--- src/cache_geom_pkg.sv ---
`default_nettype none

package cache_geom_pkg;

    // data word and its byte strobes
    localparam int word_width = 64;
    localparam int strb_width = word_width / 8;

    // default geometry, the top level may override it
    localparam int def_addr_width  = 32;
    localparam int def_line_count  = 64;
    localparam int def_block_words = 4;

endpackage

`default_nettype wire

--- src/dcache_ram.sv ---
`timescale 1ns/1ns
`default_nettype none

module dcache_ram #(
    parameter int ram_width  = 64,
    parameter int line_count = cache_geom_pkg::def_line_count,
    localparam int index_width = $clog2(line_count)
) (
    input  wire                   CLK,
    input  wire                   wren,
    input  wire [index_width-1:0] waddr,
    input  wire [index_width-1:0] raddr,
    input  wire [ram_width-1:0]   wdata,
    output logic [ram_width-1:0]  rdata
);

    logic [ram_width-1:0] mem [line_count];

    always_ff @(posedge CLK) begin
        if (wren) begin
            mem[waddr] <= wdata;
        end
        // a read of the line being written sees the new contents
        rdata <= (wren && waddr == raddr) ? wdata : mem[raddr];
    end

endmodule

`default_nettype wire

--- config.mk ---
export PLATFORM = sky130hd
export DESIGN_NAME = dcache_ram
export DESIGN_NICKNAME = d
export VERILOG_FILES = /design/src/cache_geom_pkg.sv /design/src/dcache_ram.sv
export SDC_FILE = /design/constraint.sdc
export NUM_CORES = 2
export LEC_CHECK = 0
export BUFFER_PORTS_ARGS = -buffer_cell sky130_fd_sc_hd__buf_2
export CAP_MARGIN = 30
export CORE_UTILIZATION = 45
export DETAILED_ROUTE_END_ITERATION = 7
export PLACE_DENSITY = 0.58
export SLEW_MARGIN = 20
export SYNTH_ARGS = -nofsm -noshare
export SYNTH_HDL_FRONTEND = slang
export SYNTH_SLANG_ARGS = --single-unit
--- constraint.sdc ---
create_clock -name CLK -period 18.89 [get_ports CLK]
set_clock_uncertainty 0.15 [all_clocks]
set_input_delay 1.889 -clock CLK [delete_from_list [all_inputs] [get_ports CLK]]
set_output_delay 1.889 -clock CLK [all_outputs]
set_load 0.1 [all_outputs]
## Yosys cells after proc, flatten, opt, wreduce, memory -nomap -nowiden

Memories as Yosys holds them, arrays and structs flattened. A register that Yosys moved wholly into a read port is not among the register bits.
Index checks and enable logic that the tools add are counted.

| operators by class | value |
|---|---|
| mux-type cells | 2 |

Operators by type and width:

| cell | count |
|---|---|
| $mux 1 | 2 |

| word-level totals | value |
|---|---|
| flip-flop bits (word level) | 0 |
| bits in writable memories | 4,096 |
| input port bits | 78 |
| output and inout bits | 64 |
| memories | 1 |

Memory list:

| name | depth | width | read ports | clocked after Yosys merged registers in | wr ports | RTL line | RTL |
|---|---|---|---|---|---|---|---|
| mem | 64 | 64 | 1 | 1 | 1 | dcache_ram.sv:17 | `logic [ram_width-1:0] mem [line_count];` |

## Logic depth before layout (Yosys ltp)

| depth | value |
|---|---|
| depth in word-level cells | 2 |
| mapped depth | 9 |
| depth with buffers taken out | 5 |

## Worst setup path after synthesis

Ideal clock, no wire load.

| timing | value |
|---|---|
| path kind | input to register |
| start | input port waddr[3] |
| end | memory mem[48][0], enable pin |
| library setup time | 0.564 ns |
| data arrival time | 6.761 ns |
| path slack | 11.415 ns |
| stages on the path | 4 |
| path buffers | 1 |
| path through | clkbuf_1 > nor2b_1 > nand4b_1 > nor3_1 |

RTL lines:

| element | RTL line | RTL |
|---|---|---|
| start, declared | dcache_ram.sv:11 | `input wire [index_width-1:0] waddr,` |
| end, declared | dcache_ram.sv:17 |  |

Straight into the memory's write port.

==> impl_metrics.csv <==
group,metric,value,unit
synth,synth_nets,6618,
clocking,clk_pin_slew,0.06,ns
clocking,numCtsBuffers,408,
worst_setup_path,worst-path-max-fanout,44,
timing,setup_viol,0,
power,powerDensity,108,nW/µm²
hold_path,hold_path_class,"input port to register",
synth,netlist_instances,6540,
clocking,htreeDepth,5,
floorplan,num_rows,215,
worst_setup_path,cp.required,16.85,ns
synth,synth_cell_types,33,
global_routing,antenna_found_initial,54,
cells_and_area,final_common_cell,"edfxtp_1",
place,place_hpwl,235,mm
timing,post-route-min-period,8.47,ns
power,vdd_drop_max,81.0,µV
global_routing,grt_pass1_vias,75714,
drt,dr.pass1.iters,6,
floorplan,die_width,589,µm
synth,yosysSeqAreaShare,79.3,%
clocking,cts_buffer_depth,4,
timing,slew_headroom,26.7,%
clocking,postCtsSetupBuffers,0,
hold_path,hold_path_startpoint,"raddr[5]",
drt,vias_per_cell,6.38,
timing,period_share,44.8,%
floorplan,core-area,343000,µm²
global_routing,grt-ovfl-total,0,
synth,syn_area,155000,µm²
worst_setup_path,worstSetupEndpointType,"primary output",
clocking,cts_root_buffer,"clkbuf_16",
clocking,cts_tree,"yes",
synth,avgSynthCellArea,23.7,µm²
worst_setup_path,criticalPathCategory,"register to primary output",
floorplan,die_area,347000,µm²
synth,ys_ff_latch,4102,
place,io_buffers,141,
hold_path,whs_path_depth,1,
drt,drc,0,
global_routing,grt_pass1_wl,620,mm
place,place_congestion,0.770,
global_routing,grt_max_degree,137,
drt,vias,76137,
cells_and_area,area_growth,14.2,%
floorplan,chipHeight,589,µm
timing,finalMaxSlewViolations,0,
worst_setup_path,crit_arrival,6.43,ns
drt,wirelength,453,mm
clocking,cts_resized,0,
timing,max_freq,118,MHz
floorplan,io_pins,142,
cells_and_area,regMostFlops,"mem",
cells_and_area,largest_reg_flops,4096,
worst_setup_path,start_kind,"register",
clocking,cts_hold_repair.buffers,0,
cells_and_area,final_nets,7097,
power,p_leak,0.0550,µW
run_status,outcome,"finished clean",
clocking,clock-sinks,4102,
job,max_cap_violations,0,
timing,setup_tns,0,ns
timing,rsz0062_at_grt,"no",
cells_and_area,final_cell_mix,"4,096 x edfxtp_1, 1,024 x mux4_2, 418 x clkbuf_16",
drt,drt_iter0_drc,11079,
drt,final_antenna_net_count,0,
global_routing,track_usage,26.0,%
drt,post_drt_wl_per_cell,38.0,µm
floorplan,initial_core_util,45.2,%
cells_and_area,top_regs,"mem x4096",
synth,yosys_warnings,0,
cells_and_area,drive_above_1_share,29.2,%
cells_and_area,post-route-util,51.7,%
timing,hold_violations,0,
timing,worst_slew_pin_slew,1.10,ns
-- critical path: stages (launching register included) --
cell,delay (ns)
dfxtp_4,0.59
buf_4,0.75
buf_4,0.79
buf_4,0.48
buf_16,0.31
buf_4,0.75
mux4_2,0.59
a22oi_1,0.32
nand3_1,0.11
and3_1,0.26
buf_2,0.32
-- metrics by stage --
stage               total power, µW  setup WS (ns)  hold WS, ns  instance area, µm²  instances
floorplan                     10900          11.42         1.77              155000       6540
CTS                           19200          10.10        0.812              176000      11855
detailed placement            11300          11.15         1.84              163000      11107
global route                  19600           9.86        0.847              177000      11922
finish                        19100          10.42        0.874              177000      11937
global placement              11300          10.65         1.84              162000      11077
-- power by group --
group	internal (µW)	switching, µW	total (µW)
sequential	10100	17.8	10100
clock	4530	3450	7980
combinational	345	720	1070
-- how the worst max path moves through the flow --
stage,from,end,slack (ns)
after floorplan,waddr[3],mem[48][0],11.42
after global placement,register,rdata[44],10.65
after detailed placement,register,rdata[2],11.15
after CTS,register,rdata[2],10.10
after global routing,register,rdata[2],9.86
final,register,rdata[2],10.42
-- per-layer routing --
metal  track usage [%]  wire length (µm)  up-vias
met4              7.21             13300       18
met1              36.8            180000    42037
li1                  -                 -    29339
met2              41.7            218000     4055
met3              4.66             41500      688
met5                 0                99        -
-- final cells by class --
cell class              count  area, µm²
fillers                 26363     166000
flip-flops and latches   4102     123000
multi-input cells        2049      30800
clock buffers             519      10800
well taps                4557       5700
repair buffers            439       4440
clock inverters           229       2190
inverters                  19       71.3
diodes                     23       57.6
-- cell usage after synthesis --
master | number | area (µm²)
a211oi_1 | 63 | 473
a22o_1 | 88 | 771
a22oi_1 | 168 | 1260
a2bb2oi_1 | 19 | 166
a31o_1 | 1 | 8.76
a31oi_1 | 18 | 113
a41oi_1 | 26 | 228
and2_1 | 3 | 18.8
and3_1 | 64 | 400
buf_1 | 20 | 75.1
buf_2 | 170 | 851
buf_4 | 34 | 255
buf_6 | 6 | 67.6
clkbuf_1 | 140 | 526
dfxtp_1 | 6 | 120
edfxtp_1 | 4096 | 123000
inv_1 | 19 | 71.3
mux2i_1 | 135 | 1350
mux4_2 | 1024 | 23100
nand2_1 | 58 | 218
nand2b_1 | 11 | 68.8
nand3_1 | 45 | 225
nand3b_1 | 2 | 15.0
nand4_1 | 2 | 12.5
nand4b_1 | 1 | 8.76
nor2_1 | 112 | 420
nor2b_1 | 28 | 175
nor3_1 | 2 | 10.0
o221ai_1 | 38 | 333
o22ai_1 | 83 | 519
or2_2 | 28 | 175
or3_1 | 29 | 181
or3b_2 | 1 | 8.76
-- kinds of logic after synthesis --
logic type | count (synthesis) | synth area share, %
muxes | 1159 | 15.7
buffers and inverters | 389 | 1.19
and+or+nand+nor | 386 | 1.25
DFF | 4102 | 79.3
AOI/OAI and AO/OA | 504 | 2.50
Note: power is estimated with default switching activity, not from simulation.
