File: src/cache_geom_pkg.sv
`default_nettype none

package cache_geom_pkg;

    // data word and its byte strobes
    localparam int word_width = 64;
    localparam int strb_width = word_width / 8;

    // default geometry, the top level may override it
    localparam int def_addr_width  = 32;
    localparam int def_line_count  = 64;
    localparam int def_block_words = 4;

endpackage

`default_nettype wire

File: src/mem_op_pkg.sv
`default_nettype none

package mem_op_pkg;

    typedef enum logic [1:0] {
        ctrl_none  = 2'd0,
        ctrl_load  = 2'd1,
        ctrl_store = 2'd2   // atomics travel as stores with a non-idle opcode
    } ctrl_e;

    typedef enum logic [3:0] {
        amo_idle = 4'd0,
        amo_swap = 4'd1,
        amo_add  = 4'd2,
        amo_xor  = 4'd3,
        amo_and  = 4'd4,
        amo_or   = 4'd5,
        amo_min  = 4'd6,
        amo_max  = 4'd7,
        amo_minu = 4'd8,
        amo_maxu = 4'd9
    } amo_e;

    // one word, seen whole or as the two halves that a 32-bit atomic works on
    typedef union packed {
        logic [cache_geom_pkg::word_width-1:0] word;
        struct packed {
            logic [31:0] hi;
            logic [31:0] lo;
        } half;
    } amo_word_u;

endpackage

`default_nettype wire

File: src/dcache_req_pipe.sv
`timescale 1ns/1ns
`default_nettype none

module dcache_req_pipe #(
    parameter int addr_width = cache_geom_pkg::def_addr_width
) (
    input  wire                                   CLK,
    input  wire                                   RST,
    input  wire                                   ADDR_VALID,
    input  wire [addr_width-1:0]                  ADDR,
    input  wire mem_op_pkg::ctrl_e                CONTROL,
    input  wire [cache_geom_pkg::word_width-1:0]  DATA_in,
    input  wire [cache_geom_pkg::strb_width-1:0]  WSTRB,
    input  wire mem_op_pkg::amo_e                 AMO,
    input  wire                                   OP32,
    input  wire                                   stall,
    output logic [addr_width-1:0]                 s1_addr,
    output logic [addr_width-1:0]                 s2_addr,
    output mem_op_pkg::ctrl_e                     s2_kind,
    output logic [cache_geom_pkg::word_width-1:0] s2_data,
    output logic [cache_geom_pkg::strb_width-1:0] s2_strb,
    output mem_op_pkg::amo_e                      s2_amo,
    output logic                                  s2_op32
);
    import cache_geom_pkg::*;
    import mem_op_pkg::*;

    ctrl_e                 s1_kind;
    logic [word_width-1:0] s1_data;
    logic [strb_width-1:0] s1_strb;
    amo_e                  s1_amo;
    logic                  s1_op32;

    always_ff @(posedge CLK) begin
        if (RST) begin
            s1_kind <= ctrl_none;
            s2_kind <= ctrl_none;
        end else if (!stall) begin
            s1_kind <= ADDR_VALID ? CONTROL : ctrl_none;   // idle cycles enter as bubbles
            s2_kind <= s1_kind;
        end
    end

    always_ff @(posedge CLK) begin
        if (!stall) begin
            s1_addr <= ADDR;
            s1_data <= DATA_in;
            s1_strb <= WSTRB;
            s1_amo  <= AMO;
            s1_op32 <= OP32;
            s2_addr <= s1_addr;
            s2_data <= s1_data;
            s2_strb <= s1_strb;
            s2_amo  <= s1_amo;
            s2_op32 <= s1_op32;
        end
    end

endmodule

`default_nettype wire

File: config.mk
export PLATFORM = sky130hd
export DESIGN_NAME = dcache_req_pipe
export DESIGN_NICKNAME = d
export VERILOG_FILES = /design/src/cache_geom_pkg.sv /design/src/mem_op_pkg.sv /design/src/dcache_req_pipe.sv
export SDC_FILE = /design/constraint.sdc
export NUM_CORES = 1
export LEC_CHECK = 0
export BUFFER_PORTS_ARGS = -buffer_cell sky130_fd_sc_hd__buf_2
export CORE_MARGIN = 5
export CORE_UTILIZATION = 25
export DETAILED_ROUTE_END_ITERATION = 16
export GPL_TIMING_DRIVEN = 0
export PLACE_DENSITY = 0.46
export SYNTH_ARGS = -nofsm -noshare
export SYNTH_HDL_FRONTEND = slang
export SYNTH_SLANG_ARGS = --single-unit
export TNS_END_PERCENT = 20
File: constraint.sdc
create_clock -name CLK -period 8.6 [get_ports CLK]
set_input_delay 0.86 -clock CLK [delete_from_list [all_inputs] [get_ports CLK]]
set_output_delay 0.86 -clock CLK [all_outputs]
set_load 0.05 [all_outputs]
* After elaboration in Yosys (flattened, before gate mapping) *
Index checks and enable logic that the tools add are counted.

storage, ports and cells
  output and inout port bits = 143
  input port bits = 115
  logic and storage cells = 13
  register bits = 222

operators by class
  multiplexer cells = 1

operators by type and width
  cell    count
  $mux 2  1

* Longest topological paths before layout *
Gate-level depths: netlist (run 1).

  word-level depth = 1
  depth in mapped cells = 3
  depth with buffers taken out = 2

* Least setup slack after synthesis (run 1) *
OpenSTA, ideal clock, no wires.

  path type = input port to flip-flop
  start = input stall
  end = register s1_addr[0] (enable)
  arrival time = 5.168 ns
  setup time = 0.570 ns
  path slack = 2.862 ns
  required time = 8.030 ns
  path buffers = 1
  cell stages on the path = 2
  cells stage by stage = buf_6 -> inv_1

RTL lines
  what                  line                   RTL
  from (decl)           dcache_req_pipe.sv:16  input wire stall,
  to (signal assigned)  dcache_req_pipe.sv:46  s1_addr <= ADDR;
  to (decl)             dcache_req_pipe.sv:17  output logic [addr_width-1:0] s1_addr,

No word-level cell between the ends.

* Final worst setup path (run 1) *
  start = register s1_addr[28]
  end = output s1_addr[28]

No word-level cell between the ends.

==> flow_summary.ini, run 1 <==
[floorplan]
ios = 258
die_area_um2 = 30200
die_x_um = 174
rows = 60
placeableCoreArea_um2 = 26700
dieHeight_um = 174
start_util_pct = 25.1

[pwr]
p_per_area_nw_per_um2 = 281
power_switching_share_pct = 23.9
seqPwrFrac_pct = 50.0
p_int_mw = 1.98
p_switching_uw = 623
report.power.total_mw = 2.60
p_comb_share_pct = 10.1
peakVddDrop_mv = 0.163
clockPowerShare_pct = 39.9
p_leak_nw = 3.62

[sta]
fin_worst_skew_ns = 0.00796
slew_headroom_pct = 55.2
period_needed_ns = 2.01
tns_ns = 0
worst_slew_pin_slew_ns = 0.673
hold_viol_final = 0
fin_crit_sh_pct = 23.3
finalMaxSlewViolations = 0
max_clock_freq_ghz = 0.498
setup-violations-final = 0
rsz0062_at_grt = false

[finish]
layout.cells.non_filler = 875
final_util_pct = 34.7
drive_above_1_share_pct = 54.7
diodes = 0
fin_nets = 633
final_cell_mix = buf_2 (256), edfxtp_1 (218), clkbuf_16 (25)
layout_commonest_cell = buf_2
area_growth_pct = 38.0

[placement]
dpl.hpwl_mm = 9.25
io_buffer_count = 256
place_inst = 832
gp_congestion = 0.716

[global_route]
gr-total-overflow = 0
grt_max_degree = 127
grt_pass1_vias = 3574
antenna_found_initial = 3
grt_pass1_wl_mm = 20.6
track_usage_pct = 8.47

[cts]
clockBufferDepth = 3
cts_hold_buf = 0
clkTransAtPathRegs_ns = 0.06
clk_latency_ns = 0.50
cts-buffers-inserted = 25
cts-resized-gates = 0
ctsRootBufferMaster = clkbuf_16
post_cts_buffers = 0
cts_tree = yes
cts_num_sinks = 222
htree_num_levels = 1

[yosys]
yosysTopAreaCellShare_pct = 97.7
syn-instance-count = 234
ys_seq_area_share_pct = 98.9
syn_nets = 349
synthTopCellsByArea = edfxtp_1 (98%), dfxtp_1 (1.2%), mux2i_1 (0.30%), nand3b_1 (0.22%), buf_6 (0.17%)
syn-cell-area_um2 = 6700
synth-seq-cells = 222
avgSynthCellArea_um2 = 28.6
post_synth_num_cell_types = 9
synth_warnings = 0
yosys.area.top_type = edfxtp_1

[routing]
wl_per_cell_um = 15.5
drt-vias-per-instance = 3.76
drc = 0
postRouteAntennaNets = 0
drt_wl_total_mm = 13.5
firstDrtPassIters = 4
drt_iter0_markers = 171
dr_total_vias = 3292

[critical_path]
cp.depth = 1
crit_path_max_fanout = 2
crit_slowest_cell = edfxtp_1
worstSetupStartpointType = flop
critPathBufInv = 1
worst_setup_path_end_kind = output port
required_ns = 7.74
critical_path.top_delay_family = flip-flops
cp.arrival_ns = 1.15
worstSetupPathType = flop to output port
reg2reg_from = s1_addr[28]$_DFFE_PN_
worstPathCellList = buf_2
slowest_delay_ns = 0.37
r2r_cells = 0
r2r-end = s2_addr[28]$_DFFE_PN_
startpoint = s1_addr[28]$_DFFE_PN_
r2r_slack_ns = 7.92

[min_path]
worstHoldStart = s1_data[8]$_DFFE_PN_
min_delay_worst_endpoint = s2_data[8]$_DFFE_PN_
min_path_type = flop to flop
worstHoldPathCells = 0

[status]
status = complete, no violations

[run]
maxCapViolations = 0
[layer usage]
layer  part of all wire, %  track usage (%)  vias up
li1                      -                -     1513
met1                    39             10.2     1565
met2                    47             13.4      174
met3                    11             4.17       34
met4                   3.0             2.74        6
met5                  0.30                0        -
[cells by family (layout without fill, tap and decap cells)]
family          after synthesis  after routing  share of synthesized area (%)
compound gates                2              2                          0.149
simple gates                  6              6                          0.448
buf+inv                       2            302                          0.224
mux                           2              2                          0.299
flops                       222            222                           98.9
[through the flow]
| stage | hold WS, ns | instance area, µm² | setup WS [ns] |
|---|---|---|---|
| global placement | 0.400 | 8410 | 1.23 |
| CTS | 0.412 | 9250 | 6.55 |
| floorplan | 0.400 | 6700 | 2.86 |
| finish | 0.409 | 9250 | 6.59 |
| global route | 0.416 | 9250 | 6.53 |
| detailed placement | 0.405 | 8440 | 6.11 |
[cell usage after synthesis]
cell	instances
edfxtp_1	218
nand3b_1	2
mux2i_1	2
dfxtp_1	4
a21oi_1	2
nand2_1	2
inv_1	1
nor2_1	2
buf_6	1
[power by group through the flow]
stage | Sequential [mW] | Clock [mW] | Combinational [mW]
final | 1.30 | 1.04 | 0.262
after global routing | 1.31 | 1.13 | 0.272
after CTS | 1.30 | 1.08 | 0.266
after detailed placement | 1.33 | 0 | 0.266
after global placement | 1.33 | 0 | 0.263
after floorplan | 1.50 | 0 | 0.0158
[worst max-delay path by stage]
stage | to | slack (ns)
2_1_floorplan | s1_addr[0]$_DFFE_PN_ | 2.86
3_3_place_gp | s2_amo[3]$_DFFE_PN_ | 1.23
3_5_place_dp | s1_amo[3]$_DFFE_PN_ | 6.11
4_1_cts | s1_addr[28] | 6.55
5_1_grt | s1_addr[28] | 6.53
6_report | s1_addr[28] | 6.59
[layout make-up]
type | count | area [µm²]
multi-input cells | 10 | 60.1
well taps | 341 | 427
plain buffers | 1 | 11.3
inverters | 1 | 11.3
clock buffers | 31 | 648
clock inverters | 12 | 155
fillers | 2514 | 17400
repair buffers | 257 | 1310
flip-flops and latches | 222 | 6630
[registers in the layout, summed over array words and instances (netlist names), 4 cells and up]
name,count
s1_addr,32
s1_amo,4
s1_data,64
s1_strb,8
s2_addr,32
s2_amo,4
s2_data,64
s2_strb,8
Power figures use the tool's default switching activity.
==> inputs of run 2 (changes only) <==
==> constraint.sdc (replaced) <==
create_clock -name CLK -period 2.1 [get_ports CLK]
set_input_delay 0.21 -clock CLK [delete_from_list [all_inputs] [get_ports CLK]]
set_output_delay 0.21 -clock CLK [all_outputs]
set_load 0.05 [all_outputs]
==> run 2 against run 1 <==
  * Count of clock-buffer cells in the layout fell by 5
  * Critical path type is now input port to flop
  * Global-route usage is 1.0 points higher
  * Sequential share of layout area shrank 8.7 points
  * Die area stayed put
  * Final cell count is 14% higher
  * Combinational power grew to 4.8 times the previous value
  * Sequential cell count is the same
==> flow_summary.ini, run 2 (same netlist as run 1, synthesis figures left out) <==
[status]
status = complete, no violations

[routing]
dr_total_vias = 3767
firstDrtPassIters = 4
drt_iter0_markers = 147
postRouteAntennaNets = 0
wl_per_cell_um = 14.9
drc = 0
drt_wl_total_mm = 14.9
drt-vias-per-instance = 3.79

[finish]
drive_above_1_share_pct = 46.2
fill_cells = 2446
ff_latch_area_um2 = 6630
area_growth_pct = 57.0
multi_input_area_um2 = 60.1
final_cell_mix = buf_2 (256), edfxtp_1 (218), dlygate4sd3_1 (113)
fin_nets = 750
largest_registers = s1_data x64, s2_data x64
diodes = 0
layout_commonest_cell = buf_2
layout.cells.non_filler = 994
final_util_pct = 39.5

[pwr]
peakVddDrop_mv = 0.456
p_leak_nw = 4.16
p_per_area_nw_per_um2 = 1060
report.power.total_mw = 11.2

[sta]
worst_slew_pin_slew_ns = 0.620
fin_worst_skew_ns = 0.00777
fin_crit_sh_pct = 69.2
hold_viol_final = 0
setup-violations-final = 0
tns_ns = 0
max_clock_freq_ghz = 0.688
layout_setup_ws_ns = 0.648
period_needed_ns = 1.45
finalMaxSlewViolations = 0
rsz0062_at_grt = false
slew_headroom_pct = 58.6

[critical_path]
crit_path_max_fanout = 43
critical_path.top_delay_family = buffers and inverters
startpoint = stall
slowest_delay_ns = 0.42
worst_setup_path_end_kind = flop
reg2reg_from = s1_kind[0]$_SDFFE_PP0N_
worstSetupPathType = input port to flop
worstSetupStartpointType = input port
crit_slowest_cell = clkinvlp_4
critPathBufInv = 5
cp_common_cell = buf_12
cp.arrival_ns = 1.64
worstPathCellList = buf_8 -> clkinvlp_4 -> buf_12 -> buf_12 -> buf_12
required_ns = 2.29

[placement]
dp_slack_ns = 0.0555
place_inst = 836
gp_congestion = 0.729
io_buffer_count = 256
dpl.hpwl_mm = 10.0

[floorplan]
placeableCoreArea_um2 = 26700
die_area_um2 = 30200
rows = 60
dieHeight_um = 174
ios = 258
die_x_um = 174
start_util_pct = 25.1

[global_route]
grt_pass1_vias = 4268
antenna_found_initial = 1
grt_max_degree = 44
grt_pass1_wl_mm = 23.3
track_usage_pct = 9.48
gr-total-overflow = 0

[cts]
clockBufferDepth = 3
ctsRootBufferMaster = clkbuf_16
clk_latency_ns = 0.51
cts-buffers-inserted = 25
cts_num_sinks = 222
htree_num_levels = 1
cts_tree = yes
post_cts_buffers = 0
clkTransAtPathRegs_ns = 0.06
cts-resized-gates = 0

[min_path]
worstHoldStart = DATA_in[38]
min_path_type = input port to flop

[run]
maxCapViolations = 0
run 2: changes by cell type in the layout (fill, tap and decap cells not counted), moves of 2 or more:
cell / delta
buf_12: +5
bufinv_16: +2
clkbuf_1: -5
dlygate4sd3_1: +113
clkinv_2: +2
clkinvlp_4: +2
run 2: report_power, final:
part | total, mW | switching, mW | internal, mW
Combinational | 1.26 | 0.906 | 0.357
Clock | 4.57 | 1.67 | 2.90
Sequential | 5.33 | 0.0867 | 5.24
run 2: stage by stage:
stage	area, µm²	hold WS, ns
after floorplan	6710	0.279
after global placement	8420	0.387
after detailed placement	8520	0.388
after CTS	10500	0.374
after global routing	10500	0.386
final	10500	0.407
run 2: layout make-up:
class                      instances  share of cell area (%)
multi-input combinational         10                   0.571
clock buffer                      26                    5.98
sequential                       222                    63.0
buffer                             1                   0.143
timing repair buffer             374                    23.9
inverter                           1                  0.0713
tap                              341                    4.05
clock inverter                    19                    2.33
run 2: path summary, 6_finish.rpt:
kind                        endpoint  slack [ns]  cells past startpoint
max            s2_data[33]$_DFFE_PN_        0.65                      5
min            s1_data[38]$_DFFE_PN_        0.41                      2
max reg2reg  s1_kind[0]$_SDFFE_PP0N_        0.98                      3
min reg2reg    s2_data[24]$_DFFE_PN_        0.42                      0
run 2: repair_timing:
| item | CTS | global route |
|---|---|---|
| endpoints found under the hold margin | 113 | 0 |
| endpoints found under the setup margin | 0 | 0 |
| hold buffers | 113 | 0 |
run 2: routing by layer:
layer	vias to the layer above	part of all wire, %	track usage, %
met1	1799	37	10.3
li1	1761	-	-
met5	-	0.088	0
met3	32	11	4.27
met2	173	50	16.6
met4	2	2.1	2.87
