## src/cache_geom_pkg.sv

```systemverilog
`default_nettype none

package cache_geom_pkg;

    // data word and its byte strobes
    localparam int word_width = 64;
    localparam int strb_width = word_width / 8;

    // default geometry, the top level may override it
    localparam int def_addr_width  = 32;
    localparam int def_line_count  = 64;
    localparam int def_block_words = 4;

endpackage

`default_nettype wire

```

## src/mem_op_pkg.sv

```systemverilog
`default_nettype none

package mem_op_pkg;

    typedef enum logic [1:0] {
        ctrl_none  = 2'd0,
        ctrl_load  = 2'd1,
        ctrl_store = 2'd2   // atomics travel as stores with a non-idle opcode
    } ctrl_e;

    typedef enum logic [3:0] {
        amo_idle = 4'd0,
        amo_swap = 4'd1,
        amo_add  = 4'd2,
        amo_xor  = 4'd3,
        amo_and  = 4'd4,
        amo_or   = 4'd5,
        amo_min  = 4'd6,
        amo_max  = 4'd7,
        amo_minu = 4'd8,
        amo_maxu = 4'd9
    } amo_e;

    // one word, seen whole or as the two halves that a 32-bit atomic works on
    typedef union packed {
        logic [cache_geom_pkg::word_width-1:0] word;
        struct packed {
            logic [31:0] hi;
            logic [31:0] lo;
        } half;
    } amo_word_u;

endpackage

`default_nettype wire

```

## src/dcache_amo_unit.sv

```systemverilog
`timescale 1ns/1ns
`default_nettype none

module dcache_amo_unit (
    input  wire [cache_geom_pkg::word_width-1:0]  old_word,
    input  wire [cache_geom_pkg::word_width-1:0]  store_word,
    input  wire [cache_geom_pkg::strb_width-1:0]  strb,
    input  wire mem_op_pkg::amo_e                 amo,
    input  wire                                   op32,
    input  wire                                   half_sel,
    output logic [cache_geom_pkg::word_width-1:0] new_word
);
    import cache_geom_pkg::*;
    import mem_op_pkg::*;

    amo_word_u             old_u;
    amo_word_u             st_u;
    amo_word_u             res_u;
    logic [31:0]           old_half;
    logic [31:0]           st_half;
    logic                  sext;
    logic [word_width-1:0] opa;
    logic [word_width-1:0] opb;
    logic [word_width-1:0] op_res;

    assign old_u = old_word;
    assign st_u  = store_word;

    assign old_half = half_sel ? old_u.half.hi : old_u.half.lo;
    assign st_half  = half_sel ? st_u.half.hi : st_u.half.lo;

    // a 32-bit operand is widened so that one 64-bit datapath serves both sizes
    assign sext = (amo == amo_min) || (amo == amo_max);
    assign opa  = op32 ? {{32{sext & old_half[31]}}, old_half} : old_u.word;
    assign opb  = op32 ? {{32{sext & st_half[31]}}, st_half} : st_u.word;

    always_comb begin
        case (amo)
            amo_swap: op_res = opb;
            amo_add:  op_res = opa + opb;
            amo_xor:  op_res = opa ^ opb;
            amo_and:  op_res = opa & opb;
            amo_or:   op_res = opa | opb;
            amo_min:  op_res = ($signed(opa) < $signed(opb)) ? opa : opb;
            amo_max:  op_res = ($signed(opa) > $signed(opb)) ? opa : opb;
            amo_minu: op_res = (opa < opb) ? opa : opb;
            amo_maxu: op_res = (opa > opb) ? opa : opb;
            default:  op_res = opa;
        endcase
    end

    always_comb begin
        res_u = old_u;
        if (amo == amo_idle) begin
            for (int i = 0; i < strb_width; i++) begin
                if (strb[i]) begin
                    res_u.word[i*8 +: 8] = st_u.word[i*8 +: 8];
                end
            end
        end else if (!op32) begin
            res_u.word = op_res;
        end else if (half_sel) begin
            res_u.half.hi = op_res[31:0];   // other half keeps its stored value
        end else begin
            res_u.half.lo = op_res[31:0];
        end
    end

    assign new_word = res_u.word;

endmodule

`default_nettype wire

```

## config.mk

```make
export PLATFORM = sky130hd
export DESIGN_NAME = dcache_amo_unit
export DESIGN_NICKNAME = d
export VERILOG_FILES = /design/src/cache_geom_pkg.sv /design/src/mem_op_pkg.sv /design/src/dcache_amo_unit.sv
export SDC_FILE = /design/constraint.sdc
export NUM_CORES = 1
export LEC_CHECK = 0
export BUFFER_PORTS_ARGS = -buffer_cell sky130_fd_sc_hd__buf_2
export CAP_MARGIN = 20
export CORE_UTILIZATION = 25
export DETAILED_ROUTE_END_ITERATION = 10
export MAX_ROUTING_LAYER = met4
export SKIP_LAST_GASP = 1
export SYNTH_ARGS = -nofsm -noshare
export SYNTH_HDL_FRONTEND = slang
export SYNTH_SLANG_ARGS = --single-unit
```

## constraint.sdc

```tcl
create_clock -name vclk -period 6.3
set_input_delay 0 -clock vclk [all_inputs]
set_output_delay 0 -clock vclk [all_outputs]
set_load 0.03 [all_outputs]
```

Word-level counts from Yosys, hierarchy flattened
Cells that the tools add are included.

word-level totals
  flip-flop bits (word level) = 0
  bits of input ports = 142
  word-level logic and storage cells = 42
  output and inout bits = 64

cells by class
  reduce and logical (&&, ||, !) cells = 2
  magnitude comparators = 4
  add/sub/neg operators = 1
  bitwise logic cells = 5
  equality and inequality tests = 9
  muxes and demuxes = 21

operators by type and width
  operator                                                                number
  64-bit case mux with 9 select lines                                     1
  64-bit 2-to-1 mux                                                       8
  64-bit greater-than comparator                                          2
  64-bit < comparator                                                     2
  32-bit 2-to-1 mux                                                       4
  64-bit adder                                                            1
  64-bit bitwise AND                                                      1
  8-bit 2-to-1 mux                                                        8
  64-bit bitwise OR                                                       1
  64-bit bitwise XOR                                                      1
  4-bit by 3-bit equality test with 1-bit output (second input constant)  4
  4-bit by 2-bit equality test with 1-bit output (second input constant)  2
  4-bit equality test (second input constant)                             2
  4-bit by 1-bit equality test with 1-bit output (second input constant)  1
  4-bit logical NOT                                                       1
  1-bit bitwise AND                                                       2
  1-bit logical OR                                                        1

Depth between registers and ports, before layout
Gate-level depths: netlist of the first run.

  depth after elaboration = 10
  depth in mapped cells = 24
  depth with buffers taken out = 17

Least setup slack after synthesis of the first run
No wires, ideal clock.

  path type = in2out
  start = in half_sel
  end = out new_word[9] (netlist bit)
  cell stages on the path = 20
  setup slack = 0.631 ns
  data required time = 6.300 ns
  buffers on the path = 7
  data arrival time = 5.669 ns
  path through = clkbuf_1 -> nand2_1 -> buf_2 -> buf_1 -> buf_1 -> clkbuf_1 -> mux2i_1 -> ha_1 -> clkbuf_1 -> nor4_1 -> or4bb_1 -> or4_4 -> nand2_2 -> a211oi_1 -> mux2_4 -> buf_6 -> o21ai_1 -> o21a_1 -> a21oi_1 -> o21ai_0

between the ends
  word-level cells in the longest chain between the ends = 9
  elaborated cells between the ends (all ways) = 22
  those cells by class = 1 x add/sub; 4 x order compare; 12 x mux; 5 x bitwise

ends and longest elaborated chain
  element                                                       line                                          RTL
  from (decl)                                                   dcache_amo_unit.sv:10                         input wire half_sel,
  32-bit 2-to-1 mux, on equally long branches                   dcache_amo_unit.sv:29, dcache_amo_unit.sv:30
  1-bit bitwise AND, on equally long branches                   dcache_amo_unit.sv:34, dcache_amo_unit.sv:35
  64-bit 2-to-1 mux, on equally long branches                   dcache_amo_unit.sv:34, dcache_amo_unit.sv:35
  64-bit greater-than comparator, or another cell as far along  dcache_amo_unit.sv:47                         amo_maxu: op_res = (opa > opb) ? opa : opb;
  64-bit 2-to-1 mux, on equally long branches                   -
  64-bit case mux with 9 select lines                           dcache_amo_unit.sv:38                         case (amo)
  32-bit 2-to-1 mux                                             dcache_amo_unit.sv:62                         end else if (half_sel) begin
  64-bit 2-to-1 mux (*)                                         dcache_amo_unit.sv:60                         end else if (!op32) begin
  64-bit 2-to-1 mux (*)                                         dcache_amo_unit.sv:54                         if (amo == amo_idle) begin
  to (decl)                                                     dcache_amo_unit.sv:11                         output logic [cache_geom_pkg::word_width-1:0] new_word

Mark *: on every way between the ends. The rest lies on a longest branch, timed or not.

Final worst setup path of the first run
  start = in amo[2]
  end = out new_word[52] (netlist bit)

between the ends
  word-level cells in the longest chain between the ends = 10
  elaborated cells between the ends (all ways) = 31
  those cells by class = 1 x add/sub; 4 x order compare; 9 x eq/ne; 10 x mux; 5 x bitwise; 2 x reduce/logical

ends and longest elaborated chain
  element                                                       line                                          RTL
  from (decl)                                                   dcache_amo_unit.sv:8                          input wire mem_op_pkg::amo_e amo,
  4-bit by 3-bit equality test with 1-bit output                dcache_amo_unit.sv:33, dcache_amo_unit.sv:38
  1-bit logical OR                                              dcache_amo_unit.sv:33                         assign sext = (amo == amo_min) || (amo == amo_max);
  1-bit bitwise AND, on equally long branches                   dcache_amo_unit.sv:34, dcache_amo_unit.sv:35
  64-bit 2-to-1 mux, on equally long branches                   dcache_amo_unit.sv:34, dcache_amo_unit.sv:35
  64-bit greater-than comparator, or another cell as far along  dcache_amo_unit.sv:47
  64-bit 2-to-1 mux, on equally long branches                   -
  64-bit case mux with 9 select lines                           dcache_amo_unit.sv:38
  32-bit 2-to-1 mux                                             dcache_amo_unit.sv:62
  64-bit 2-to-1 mux                                             dcache_amo_unit.sv:60
  64-bit 2-to-1 mux (*)                                         dcache_amo_unit.sv:54

Marked as above.

==> results.toml, run 1 <==
[hold_path]
hold_depth = 4
whs_endpoint = "new_word[18]"
hold_path_class = "in -> out"
min_from = "old_word[18]"

[setup_path]
cp.required_ps = 6300
worstSetupPathType = "in -> out"
startpoint_type = "input pin"
worstSetupEndpointType = "primary output"
path_cells = "buf_2 -> nor2b_1 -> nand2_1 -> o21ai_4 -> buf_4 -> o21ai_0 -> inv_1 -> ha_1 -> nor4_1 -> nand2_1 -> or3_4 -> or4_4 -> nand2_2 -> a211oi_1 -> mux2i_2 -> buf_4 -> a221oi_1 -> o21ai_0 -> a221o_1 -> buf_2"
worst-path-buf-inv = 5
crit_arrival_ps = 6190
critical_path.max_fanout = 17
crit_slowest_cell = "o21ai_0"
crit_family = "simple AND/OR/NAND/NOR gates"
cp_slowest_stage_delay_ps = 700

[logic_synthesis]
ys_seq_area_frac = 0
synth_fp_nets = 2226
syn_avg_cell_area_sq_um = 6.55
synth_cell_type_count = 89
netlist_area_sq_mm = 0.0124
ys.warnings.count = 0
synthCells = 1891

[timing]
hold_slack_ps = 394
tns_ps = 0
relSlewSlack = 0.198
max_freq_mhz = 162
fin_crit_sh = 0.983
finalHoldViolations = 0
rsz0062_at_grt = "no"
finalSetupViolCount = 0
setup_slack_ps = 109
finalCriticalPeriod_ps = 6190
slew_viol_final = 0
tightest_slew_ps = 1190

[outcome]
outcome = "completed"

[final_layout]
drive_above_1_share = 0.173
final_nets = 2383
num-clock-buffers = 0
final_common_cell = "buf_2"
area_growth_pct = 16.7
final_util = 0.296
seqCellArea_sq_um = 0
seq_cells = 0
n_fill_cell = 5507
mostFrequentLayoutCells = "buf_2, ha_1, o21ai_0, inv_1, a21oi_1"

[clock_network]
cts_setup_buffers = 0
cts.repair.resized = 0
cts_hold_buf = 0

[floorplan]
dieArea_sq_mm = 0.0505
core_area_sq_mm = 0.0490
initial_core_util = 0.253
num_rows = 81
die_w_um = 225
die_h_um = 225
pin_count = 206

[job]
max_cap_violations = 0

[place]
dp_hpwl_um = 58300
portBuffers = 206
dpl_worst_slack_ps = 56.6
gp_congestion = 1.04

[route]
remaining_drc_errors = 0
routed_wl_um = 72900
drtPass1Iterations = 5
vias = 16600
drtIter0Drc = 2219
drtAntennaViolNets = 0
via_per_inst = 6.14
wl_per_cell_um = 26.9

[global_route]
grt_overflow_total = 0
first_global_vias = 15800
grt_max_degree = 64
grtUsageTotal = 0.285
grt_first_pass_wirelength_um = 105000
antenna_found_initial = 1
## cell type report
class / instances / area (sq um) / share of cell area
Tap cell: 664 / 831 / 0.0574
Inverter: 167 / 627 / 0.0433
Multi-Input combinational cell: 1577 / 11200 / 0.776
Antenna cell: 1 / 2.50 / 0.000173
Timing Repair Buffer: 302 / 1780 / 0.123
## cell usage after synthesis (all sizes together), types with 31 or more instances
cell    number  area (sq um)
buf         44           245
o211ai      33           253
o21ai      199          1000
ha         192          2400
o22ai       31           200
inv        164           616
mux2i       82           833
nand2      160           611
o221ai      42           387
nor2       147           552
a21o        34           255
a21oi      164           821
a221oi      57           505
o21a        36           270
clkbuf     103           388
## cells by family (layout without fill, tap and decap cells)
family                     count (synthesis)  count (layout)  share of synthesized area
muxes                                     90              90                     0.0751
xor gates and xnor gates                  54              54                     0.0382
buffers and inverters                    314             469                      0.102
and+or+nand+nor                          467             467                      0.175
adders and majority gates                193             193                      0.195
other                                      0               1                          0
AOI/OAI and AO/OA                        773             773                      0.415
## metal layers
| layer | share of wire | up-vias | global-route usage |
|---|---|---|---|
| li1 | - | 7317 | - |
| met3 | 0.10 | 179 | 0.0320 |
| met5 | 0 | - | - |
| met1 | 0.44 | 7948 | 0.393 |
| met4 | 0.042 | 0 | 0.101 |
| met2 | 0.42 | 1191 | 0.425 |
## per-stage QoR
| stage | std cells | area [sq um] |
|---|---|---|
| after CTS | 2710 | 14400 |
| after floorplan | 1891 | 12400 |
| after global routing | 2711 | 14500 |
| after detailed placement | 2710 | 14400 |
| final | 2711 | 14500 |
| after global placement | 2710 | 14400 |
## how the worst max path moves through the flow
stage	start	slack, ps	depth (start not counted)	end
floorplan	half_sel	630	20	new_word[9]
global placement	amo[2]	160	23	new_word[54]
detailed placement	amo[2]	60	22	new_word[54]
CTS	amo[2]	70	23	new_word[54]
global route	amo[2]	3	20	new_word[52]
finish	amo[2]	110	20	new_word[52]
==> run 2, diff against run 1 <==
==> constraint.sdc (replaced) <==
create_clock -name vclk -period 5.2
set_input_delay 0 -clock vclk [all_inputs]
set_output_delay 0 -clock vclk [all_outputs]
set_load 0.03 [all_outputs]
==> run 2 against run 1 <==
Critical path depth is 2 higher. Cell count increased by 8.8%. First-iteration DRC count shrank 9.8%. Largest cell class unchanged. Highest routed layer unchanged.
==> results.toml, run 2 (synthesis gave the netlist of run 1 again) <==
[setup_path]
critical_path.max_fanout = 10
worstSetupEndpointType = "primary output"
cp_slowest_stage_delay_ps = 590
cpMostUsedCell = "buf_4"
crit_slowest_cell = "or4_4"
path_cells = "buf_2 -> nor2b_1 -> buf_4 -> nand2_1 -> buf_4 -> o21ai_2 -> buf_12 -> buf_4 -> o21a_1 -> ha_1 -> nor4_4 -> nand4_1 -> or3_4 -> or4_4 -> nand2_2 -> a211oi_1 -> mux2_4 -> o221ai_1 -> o21ai_1 -> a31oi_1 -> a221o_1 -> buf_2"
crit_arrival_ps = 5080
worstSetupPathType = "in -> out"
startpoint_type = "input pin"
cp.required_ps = 5200

[pwr]
pwr-share-seq = 0
swShare = 0.622
peakVddDrop_v = 0.0000829
leakagePower_nw = 8.09
p_per_area_mw_per_mm2 = 162
pwr-share-clk = 0
combPwrFrac = 1.000
power.switching_mw = 1.68
p_int_mw = 1.02

[final_layout]
num-clock-buffers = 0
mostFrequentLayoutCells = "buf_4, buf_2, ha_1, o21ai_0, inv_1"
seqCellArea_sq_um = 0
seq_cells = 0
final_common_cell = "buf_4"
num_antenna_cells = 0
final_nets = 2623
fin_cells = 2950
drive_above_1_share = 0.272
area_growth_pct = 34.0

[floorplan]
die_h_um = 225
dieArea_sq_mm = 0.0505
core_area_sq_mm = 0.0490
pin_count = 206
num_rows = 81
initial_core_util = 0.253
die_w_um = 225

[timing]
finalHoldViolations = 0
tightest_slew_ps = 1110
fin_crit_sh = 0.977
finalSetupViolCount = 0
rsz0062_at_grt = "yes"
slew_viol_final = 0
relSlewSlack = 0.257
max_freq_mhz = 197
setup_slack_ps = 120
finalCriticalPeriod_ps = 5080

[place]
dpl_worst_slack_ps = -106
gp_congestion = 1.04
dp_hpwl_um = 62700
dp.cells = 2948
portBuffers = 206

[hold_path]
hold_depth = 4
hold_path_class = "in -> out"
whs_endpoint = "new_word[21]"
min_from = "old_word[21]"

[global_route]
antenna_found_initial = 0
grt_first_pass_wirelength_um = 111000
grt_overflow_total = 0
first_global_vias = 16600
grtUsageTotal = 0.303
grt_max_degree = 50

[route]
remaining_drc_errors = 0
routed_wl_um = 77100
wl_per_cell_um = 26.1
vias = 17400
drtIter0Drc = 2002
drtAntennaViolNets = 0
via_per_inst = 5.91
drtPass1Iterations = 6

[job]
max_cap_violations = 0

[outcome]
outcome = "completed"
## run 2: changes by cell type in the layout (fill, tap and decap cells not counted), sizes merged
| cell | delta |
|---|---|
| buf | +238 |
| clkbuf | +2 |
| diode | -1 |
## run 2: power groups by stage
stage	sequential, mW	clock (mW)	combinational (mW)
6_report	0	0	2.70
5_1_grt	0	0	2.85
4_1_cts	0	0	2.60
3_5_place_dp	0	0	2.57
3_3_place_gp	0	0	2.58
2_1_floorplan	0	0	1.44
## run 2: timing repair
action,in CTS,in global routing
gates cloned,0,0
setup buffers,1,1
hold buffers,0,0
pin swaps,1,8
endpoints found under the setup margin,11,55
gates resized for setup,5,32
endpoints found under the hold margin,0,0
## run 2: area by class of cell
class / instances / area, sq um
inverters: 167 / 627
fillers: 5369 / 32300
well taps: 664 / 831
multi-input cells: 1577 / 11400
repair buffers: 542 / 3740
## run 2: per-stage QoR
stage / util / total power [mW] / hold slack, ps / cell area (sq um) / setup TNS (ps)
after CTS: 0.336 / 2.60 / 394 / 16400 / 0
final: 0.339 / 2.70 / 392 / 16600 / 0
after detailed placement: 0.335 / 2.57 / 391 / 16400 / -312
after floorplan: - / 1.44 / 193 / 12400 / 0
after global placement: 0.335 / 2.58 / 380 / 16400 / -92.0
after global routing: 0.339 / 2.85 / 409 / 16600 / -53.4
## run 2: metal layers
layer  vias up  share of wire  global-route usage
met5         -              0                   -
met4         0          0.037              0.0893
met3       154          0.091              0.0286
met2      1100           0.43               0.463
met1      8375           0.44               0.418
li1       7802              -                   -
## run 2: worst max path at each step
stage / startpoint / to / cells after the start
floorplan: half_sel / new_word[42] / 19
global placement: amo[2] / new_word[14] / 27
detailed placement: amo[2] / new_word[14] / 27
CTS: amo[2] / new_word[52] / 25
global route: amo[2] / new_word[52] / 25
finish: amo[3] / new_word[44] / 22
## run 2: worst max-delay path: cells and delay by family
kind                       cells  cell delay (ps)
buffers and inverters          6              930
adders and majority gates      1              280
muxes                          1              380
and+or+nand+nor                7             1980
AOI/OAI and AO/OA              7             1490
(Power assumes the default switching activity.)
